## config.mk

```make
export PLATFORM = sky130hd
export DESIGN_NAME = cu_top
export DESIGN_NICKNAME = d
export VERILOG_FILES = /design/src/rtl/cu_pkg.sv /design/src/rtl/cu_inst_fifo.sv /design/src/rtl/cu_inst_decode.sv /design/src/rtl/cu_shape_calc.sv /design/src/rtl/cu_top.sv
export VERILOG_INCLUDE_DIRS = /design/src /design/src/rtl
export SDC_FILE = /design/constraint.sdc
export NUM_CORES = 1
export LEC_CHECK = 0
export BUFFER_PORTS_ARGS = -buffer_cell sky130_fd_sc_hd__buf_2
export CAP_MARGIN = 20
export CORE_MARGIN = 2
export CORE_UTILIZATION = 54
export CTS_BUF_LIST = sky130_fd_sc_hd__clkbuf_16
export CTS_CLUSTER_SIZE = 8
export DETAILED_ROUTE_END_ITERATION = 10
export PLACE_DENSITY = 0.76
export SETUP_SLACK_MARGIN = 0.2
export SYNTH_ARGS = -nofsm -noshare
export SYNTH_HDL_FRONTEND = slang
export SYNTH_SLANG_ARGS = --single-unit
```

## constraint.sdc

```tcl
create_clock -name clk -period 3.9 [get_ports clk]
set_clock_uncertainty 0.15 [all_clocks]
set_input_delay 0.78 -clock clk [delete_from_list [all_inputs] [get_ports clk]]
set_output_delay 0.78 -clock clk [all_outputs]
set_load 0.03 [all_outputs]
```

## src/rtl/cu_defs.svh

```systemverilog
`ifndef CU_DEFS_SVH
`define CU_DEFS_SVH

// instruction field widths
`define CU_TYPE_W 4
`define CU_K_W 4
`define CU_S_W 4

// full instruction word
// type + kernel + stride + relu + pool + 2 spare
`define CU_INST_W 16

// feature-map side length, low bits of a set-dim word
`define CU_DIM_W 12

// side length held after reset
`define CU_DIM_INIT 28

// instruction queue depth, power of two
`define CU_FIFO_DEPTH 4

`endif

```

## src/rtl/cu_pkg.sv

```systemverilog
`default_nettype none
`include "cu_defs.svh"

package cu_pkg;

  typedef logic [`CU_DIM_W-1:0] dim_t;
  typedef logic [`CU_K_W-1:0]   kern_t;
  typedef logic [`CU_S_W-1:0]   stride_t;

  // layer codes, 5..14 are pending types and decode as illegal
  typedef enum logic [`CU_TYPE_W-1:0] {
    lt_conv    = 4'd0,
    lt_pool    = 4'd1,
    lt_relu    = 4'd2,
    lt_fc      = 4'd3,
    lt_bypass  = 4'd4,
    lt_set_dim = 4'd15
  } layer_type_e;

  //////////////////////////////
  // instruction word views
  //////////////////////////////

  // layer word, msb first
  typedef struct packed {
    layer_type_e layer_type;
    kern_t       kernel;
    stride_t     stride;
    logic        relu_en;
    logic        pool_en;
    logic [`CU_INST_W-`CU_TYPE_W-`CU_K_W-`CU_S_W-3:0] spare;
  } layer_fields_s;

  // set-dim word, new side length in the low bits
  typedef struct packed {
    layer_type_e layer_type;
    dim_t        dim;
  } dim_fields_s;

  typedef union packed {
    layer_fields_s layer;
    dim_fields_s   dim;
  } inst_u;

  //////////////////////////////
  // stage commands
  //////////////////////////////

  // decode -> shape, stride never 0 here
  typedef struct packed {
    logic        is_set_dim;
    logic        illegal;
    layer_type_e layer_type;
    kern_t       kernel;
    stride_t     stride;
    logic        relu_en;
    logic        pool_en;
    dim_t        dim;
  } dec_cmd_s;

  // shape -> compute engines
  typedef struct packed {
    layer_type_e layer_type;
    kern_t       kernel;
    stride_t     stride;
    logic        relu_en;
    logic        pool_en;
    logic        illegal;
    logic        shape_err;
    dim_t        in_dim;
    dim_t        out_dim;
  } layer_cmd_s;

endpackage

`default_nettype wire

```

## src/rtl/cu_inst_fifo.sv

```systemverilog
`default_nettype none
`include "cu_defs.svh"

module cu_inst_fifo (
  input  logic          clk,
  input  logic          rst,
  input  logic          in_valid,
  output logic          in_ready,
  input  cu_pkg::inst_u in_word,
  output logic          out_valid,
  input  logic          out_ready,
  output cu_pkg::inst_u out_word
);

  import cu_pkg::*;

  localparam int aw = $clog2(`CU_FIFO_DEPTH);
  localparam logic [aw:0] full_cnt = `CU_FIFO_DEPTH;

  // word storage
  inst_u mem [`CU_FIFO_DEPTH];

  logic [aw-1:0] wr_ptr;
  logic [aw-1:0] rd_ptr;
  // one extra bit so full and empty differ
  logic [aw:0]   count;

  logic push;
  logic pop;

  //////////////////////////////
  // handshake
  //////////////////////////////

  // host may push until every slot holds a word
  assign in_ready  = (count != full_cnt);
  assign out_valid = (count != '0);
  assign out_word  = mem[rd_ptr];

  assign push = in_valid & in_ready;
  assign pop  = out_valid & out_ready;

  //////////////////////////////
  // storage and pointers
  //////////////////////////////

  always_ff @(posedge clk) begin
    if (push) begin
      mem[wr_ptr] <= in_word;
    end
  end

  // pointers wrap on their own, depth is a power of two
  always_ff @(posedge clk, posedge rst) begin
    if (rst) begin
      wr_ptr <= '0;
      rd_ptr <= '0;
      count  <= '0;
    end else begin
      if (push) begin
        wr_ptr <= wr_ptr + 1'b1;
      end
      if (pop) begin
        rd_ptr <= rd_ptr + 1'b1;
      end
      // simultaneous push and pop keeps the count
      case ({push, pop})
        2'b10:   count <= count + 1'b1;
        2'b01:   count <= count - 1'b1;
        default: count <= count;
      endcase
    end
  end

endmodule

`default_nettype wire

```

## src/rtl/cu_inst_decode.sv

```systemverilog
`default_nettype none
`include "cu_defs.svh"

module cu_inst_decode (
  input  logic             clk,
  input  logic             rst,
  input  logic             in_valid,
  output logic             in_ready,
  input  cu_pkg::inst_u    in_word,
  output logic             out_valid,
  input  logic             out_ready,
  output cu_pkg::dec_cmd_s out_cmd
);

  import cu_pkg::*;

  dec_cmd_s nxt_cmd;
  logic     legal;
  logic     accept;

  //////////////////////////////
  // field decode
  //////////////////////////////

  // type field sits in the same bits in both views
  always_comb begin
    case (in_word.layer.layer_type)
      lt_conv, lt_pool, lt_relu, lt_fc, lt_bypass, lt_set_dim: begin
        legal = 1'b1;
      end
      default: begin
        legal = 1'b0;
      end
    endcase
  end

  always_comb begin
    nxt_cmd = '0;
    if (in_word.layer.layer_type == lt_set_dim) begin
      // dim view, no layer fields
      nxt_cmd.is_set_dim = 1'b1;
      nxt_cmd.layer_type = in_word.dim.layer_type;
      nxt_cmd.dim        = in_word.dim.dim;
    end else begin
      // layer view, pending codes keep their fields
      nxt_cmd.illegal    = ~legal;
      nxt_cmd.layer_type = in_word.layer.layer_type;
      nxt_cmd.kernel     = in_word.layer.kernel;
      nxt_cmd.relu_en    = in_word.layer.relu_en;
      nxt_cmd.pool_en    = in_word.layer.pool_en;
      // stride 0 treated as 1
      if (in_word.layer.stride == '0) begin
        nxt_cmd.stride = stride_t'(1);
      end else begin
        nxt_cmd.stride = in_word.layer.stride;
      end
    end
  end

  //////////////////////////////
  // output register
  //////////////////////////////

  // take a new word when empty or when the held one leaves now
  assign in_ready = ~out_valid | out_ready;
  assign accept   = in_valid & in_ready;

  always_ff @(posedge clk, posedge rst) begin
    if (rst) begin
      out_valid <= 1'b0;
    end else if (accept) begin
      out_valid <= 1'b1;
    end else if (out_ready) begin
      out_valid <= 1'b0;
    end
  end

  always_ff @(posedge clk) begin
    if (accept) begin
      out_cmd <= nxt_cmd;
    end
  end

endmodule

`default_nettype wire

```

## src/rtl/cu_shape_calc.sv

```systemverilog
`default_nettype none
`include "cu_defs.svh"

module cu_shape_calc (
  input  logic               clk,
  input  logic               rst,
  input  logic               in_valid,
  output logic               in_ready,
  input  cu_pkg::dec_cmd_s   in_cmd,
  output logic               out_valid,
  input  logic               out_ready,
  output cu_pkg::layer_cmd_s out_cmd
);

  import cu_pkg::*;

  typedef enum logic [1:0] {
    st_idle,
    st_divide,
    st_hold
  } state_e;

  state_e state;

  // side length fed to the next layer
  dim_t cur_dim;

  // divider working set
  dim_t rem;
  dim_t quo;
  dim_t div_stride;
  dim_t div_dim;

  logic accept;
  logic is_window;
  logic kern_err;
  logic start_div;
  dim_t quick_dim;

  //////////////////////////////
  // accept side
  //////////////////////////////

  assign in_ready  = (state == st_idle);
  assign out_valid = (state == st_hold);
  assign accept    = in_valid & in_ready;

  // conv and pool shrink the map, pending codes never match here
  assign is_window = (in_cmd.layer_type == lt_conv) | (in_cmd.layer_type == lt_pool);
  assign kern_err  = is_window & (dim_t'(in_cmd.kernel) > cur_dim);
  assign start_div = is_window & ~kern_err;

  // result for layers that skip the divider
  // shape error keeps the current length
  assign quick_dim = (in_cmd.layer_type == lt_fc) ? dim_t'(1) : cur_dim;

  // floor((in - k) / s) + 1
  assign div_dim = quo + dim_t'(1);

  //////////////////////////////
  // FSM and dimension register
  //////////////////////////////

  always_ff @(posedge clk, posedge rst) begin
    if (rst) begin
      state   <= st_idle;
      cur_dim <= dim_t'(`CU_DIM_INIT);
    end else begin
      case (state)
        st_idle: begin
          if (accept) begin
            if (in_cmd.is_set_dim) begin
              // new input length, no command out
              cur_dim <= in_cmd.dim;
            end else if (start_div) begin
              state <= st_divide;
            end else begin
              state   <= st_hold;
              cur_dim <= quick_dim;
            end
          end
        end
        st_divide: begin
          if (rem < div_stride) begin
            state   <= st_hold;
            cur_dim <= div_dim;
          end
        end
        st_hold: begin
          // held until the engines take it
          if (out_ready) begin
            state <= st_idle;
          end
        end
        default: begin
          state <= st_idle;
        end
      endcase
    end
  end

  //////////////////////////////
  // command and divider data
  //////////////////////////////

  always_ff @(posedge clk) begin
    case (state)
      st_idle: begin
        if (accept && !in_cmd.is_set_dim) begin
          out_cmd.layer_type <= in_cmd.layer_type;
          out_cmd.kernel     <= in_cmd.kernel;
          out_cmd.stride     <= in_cmd.stride;
          out_cmd.relu_en    <= in_cmd.relu_en;
          out_cmd.pool_en    <= in_cmd.pool_en;
          out_cmd.illegal    <= in_cmd.illegal;
          out_cmd.shape_err  <= kern_err;
          out_cmd.in_dim     <= cur_dim;
          // overwritten at the end of a divide
          out_cmd.out_dim    <= quick_dim;
          // only meaningful when start_div
          rem        <= cur_dim - dim_t'(in_cmd.kernel);
          quo        <= '0;
          div_stride <= dim_t'(in_cmd.stride);
        end
      end
      st_divide: begin
        // one subtraction per cycle
        if (rem >= div_stride) begin
          rem <= rem - div_stride;
          quo <= quo + dim_t'(1);
        end else begin
          out_cmd.out_dim <= div_dim;
        end
      end
      default: ;
    endcase
  end

endmodule

`default_nettype wire

```

## src/rtl/cu_top.sv

```systemverilog
`default_nettype none

module cu_top (
  input  logic               clk,
  input  logic               rst,
  // host instruction port
  input  logic               inst_valid,
  output logic               inst_ready,
  input  cu_pkg::inst_u      inst,
  // layer commands to the engines
  output logic               cmd_valid,
  input  logic               cmd_ready,
  output cu_pkg::layer_cmd_s cmd
);

  import cu_pkg::*;

  // queue -> decode
  logic     fifo_valid;
  logic     fifo_ready;
  inst_u    fifo_word;

  // decode -> shape
  logic     dec_valid;
  logic     dec_ready;
  dec_cmd_s dec_cmd;

  //////////////////////////////
  // pipeline stages
  //////////////////////////////

  // absorbs host bursts while shape divides
  cu_inst_fifo i_fifo (
    .clk       (clk),
    .rst       (rst),
    .in_valid  (inst_valid),
    .in_ready  (inst_ready),
    .in_word   (inst),
    .out_valid (fifo_valid),
    .out_ready (fifo_ready),
    .out_word  (fifo_word)
  );

  cu_inst_decode i_decode (
    .clk       (clk),
    .rst       (rst),
    .in_valid  (fifo_valid),
    .in_ready  (fifo_ready),
    .in_word   (fifo_word),
    .out_valid (dec_valid),
    .out_ready (dec_ready),
    .out_cmd   (dec_cmd)
  );

  // side length chaining and output length
  cu_shape_calc i_shape (
    .clk       (clk),
    .rst       (rst),
    .in_valid  (dec_valid),
    .in_ready  (dec_ready),
    .in_cmd    (dec_cmd),
    .out_valid (cmd_valid),
    .out_ready (cmd_ready),
    .out_cmd   (cmd)
  );

endmodule

`default_nettype wire

```

==> summary.txt <==
STA
  – Final worst path period share: 76.7%
  – Fin Setup TNS: 0 ps
  – RSZ-0062 raised after global routing: false
  – Final Max Slew Viols: 0
  – Tmin final: 2990 ps
  – Slew of the pin with the lowest slew margin: 971 ps
  – F_max: approximately 330 MHz
  – Final setup vio count: 0
  – Max_slew headroom: 35.2%
  – Final Hold Viols: 0
  – Hold WS: ~270 ps

Synthesis
  – Synth top area cells: edfxtp_1, dfrtp_1, mux4_2, ha_1, xnor2_1
  – Syn Inst Count: between 500 and 600
  – Top-area cell type share of the netlist area: 60.9%
  – Synth Register Bits: 178
  – FFs w/ async S/R, synth: 12.4%
  – YS warnings: 0
  – Most frequent cell after synthesis: edfxtp_1
  – Predominant post-synthesis flop cell: edfxtp_1
  – Area leader, netlist: edfxtp_1
  – Syn Std Cell Area: 7700 um^2
  – Synth top cells by count: edfxtp_1, nor2_1, inv_1, dfrtp_1, a21oi_1
  – Net count after synthesis: 542
  – Sequential share of the synthesized area: 68.1%
  – Syn Area/Cell: 15.2 um^2
  – Unique masters post-synth: 48
  – Post-synth EDFFs: 156

Min path
  – Worst min-delay path category: reg2reg
  – Hold path depth: 0
  – Min-delay src: i_decode.out_cmd[17]
  – Hold Crit Endpoint: i_shape.out_cmd[31]

Route
  – DR pass1 iterations: 4
  – Via count: 4357
  – Antenna viol nets, final: 0
  – Via density: 5.67
  – Drc violations: 0
  – Final WL: 14500 um
  – Initial DRC Count: 398
  – Drt wl/cell: 18.9 um

Floorplanning
  – Initial Util: roughly 55%
  – Std cell rows: 43
  – Chip Width: 123 um
  – Die Ht: 123 um
  – # IOs: 62
  – Die footprint: 15200 um^2
  – Core area: 13900 um^2

GRT
  – Largest net degree at the start of global routing: 31
  – Vias in the first global route: 4276
  – Total GRT Usage: 20.6%
  – Initial antenna violation count: 0
  – First-pass GRT wire length: 22700 um
  – Congestion Overflow GR: 0

Critical path
  – Worst path cell trace: or4_4 -> or4_1 -> o31a_1 -> a22oi_4 -> mux2_2
  – Crit path DAT: 3150 ps
  – Crit-path slowest cell: or4_4
  – CP Class: reg2reg
  – Flop-to-flop setup slack: just over 900 ps
  – RR Endpoint: i_shape.cur_dim[9]
  – Worst r2r src: i_shape.cur_dim[5]
  – Delay-heaviest family, CP: simple AND/OR/NAND/NOR gates
  – FF-to-FF path depth: 5
  – Worst Setup End Kind: flop
  – CP required: 4060 ps
  – Crit path launch: i_shape.cur_dim[5]
  – Slowest Stage Delay on Critical Path: 560 ps
  – Crit Path Max Fanout: 12
  – Crit path buf inv count: 0
  – Startpoint types: flop

Clocking
  – Clock Sink Count: ~180
  – Htree depth: 4
  – Post-CTS Setup Bufs: 0
  – Num CTS Buffers: 17
  – Hold Buf Count CTS: 0
  – Root Buffer Master: clkbuf_16
  – Max clock buf depth: 2
  – Post-CTS sizing: 0
  – Clk pin slew, worst setup/hold paths: approximately 60 ps
  – Clock Latency Late Sink: 430 ps
  – CTS tree: built

Job
  – Maxcap violations: 0

Final layout
  – Layout cells sized above 1: 23.3%
  – Area Growth Syn to Fin: 14.8%
  – Layout Nets: 612
  – Fillers: just over 1000
  – Diodes inserted: 0

Placement
  – Dpl hpwl: approximately 10000 um
  – RePlAce Congestion: 0.867
  – I/O Buffers: 61

Run status
  – Status: finished, final reports clean
==> worst max path at each step <==
stage,end,cells past startpoint
floorplan,i_shape.quo[0],8
global placement,i_shape.cur_dim[10],5
detailed placement,i_shape.cur_dim[9],5
CTS,i_shape.cur_dim[9],5
global route,i_shape.cur_dim[10],5
finish,i_shape.cur_dim[9],5
==> stage by stage <==
stage	area, um^2	std cells	utilization, %	worst slack (ps)
2_1_floorplan	7700	505	-	658
3_3_place_gp	8220	736	59.2	1030
3_5_place_dp	8220	736	59.2	945
4_1_cts	8840	768	63.7	919
5_1_grt	8840	768	63.7	812
6_report	8840	768	63.7	908
==> cell families after synthesis <==
family                     synth area share [%]
muxes                                      7.97
buffers and inverters                      2.31
DFF                                        68.1
AOI/OAI and AO/OA                          5.64
and+or+nand+nor                            9.90
xor gates and xnor gates                   3.07
adders and majority gates                  3.06
==> placed cells by master (no fill, tap or decap), types with 16 or more instances in the layout <==
master and instances:
clkbuf_16 17, buf_2 61, nand2_1 17, a21oi_1 17, mux4_2 16, inv_1 24
dfrtp_1 19, nor2b_1 16, xnor2_1 17, nor2_1 25, edfxtp_1 156
==> sequential cells by signal, indices dropped and copies added (netlist names) <==
register,count
i_decode.out_cmd,28
i_decode.out_valid,1
i_fifo.count,3
i_fifo.mem,64
i_fifo.rd_ptr,2
i_fifo.wr_ptr,2
i_shape.cur_dim,12
i_shape.out_cmd,40
i_shape.quo,12
i_shape.rem,12
i_shape.state,2
==> routing by layer <==
metal / wire [um] / GRT usage (%) / vias up
met3: 795 / 4.66 / 24
met4: 329 / 9.38 / 0
li1: - / - / 2048
met2: 7420 / 33.9 / 124
met1: 5940 / 26.3 / 2161
met5: 0 / 0 / -
==> cell type report <==
| cell class | instances | area (um^2) | share of cell area (%) |
|---|---|---|---|
| sequential | 178 | 5240 | 59.3 |
| multi-input combinational | 286 | 2300 | 26.1 |
| clock buffer | 17 | 425 | 4.81 |
| timing repair buffer | 70 | 373 | 4.22 |
| tap | 180 | 225 | 2.55 |
| clock inverter | 15 | 190 | 2.15 |
| inverter | 22 | 82.6 | 0.934 |
Power is left out: the tool's default activity adds up to more than one toggle a clock period on the data nets, which glitch-free logic cannot reach.
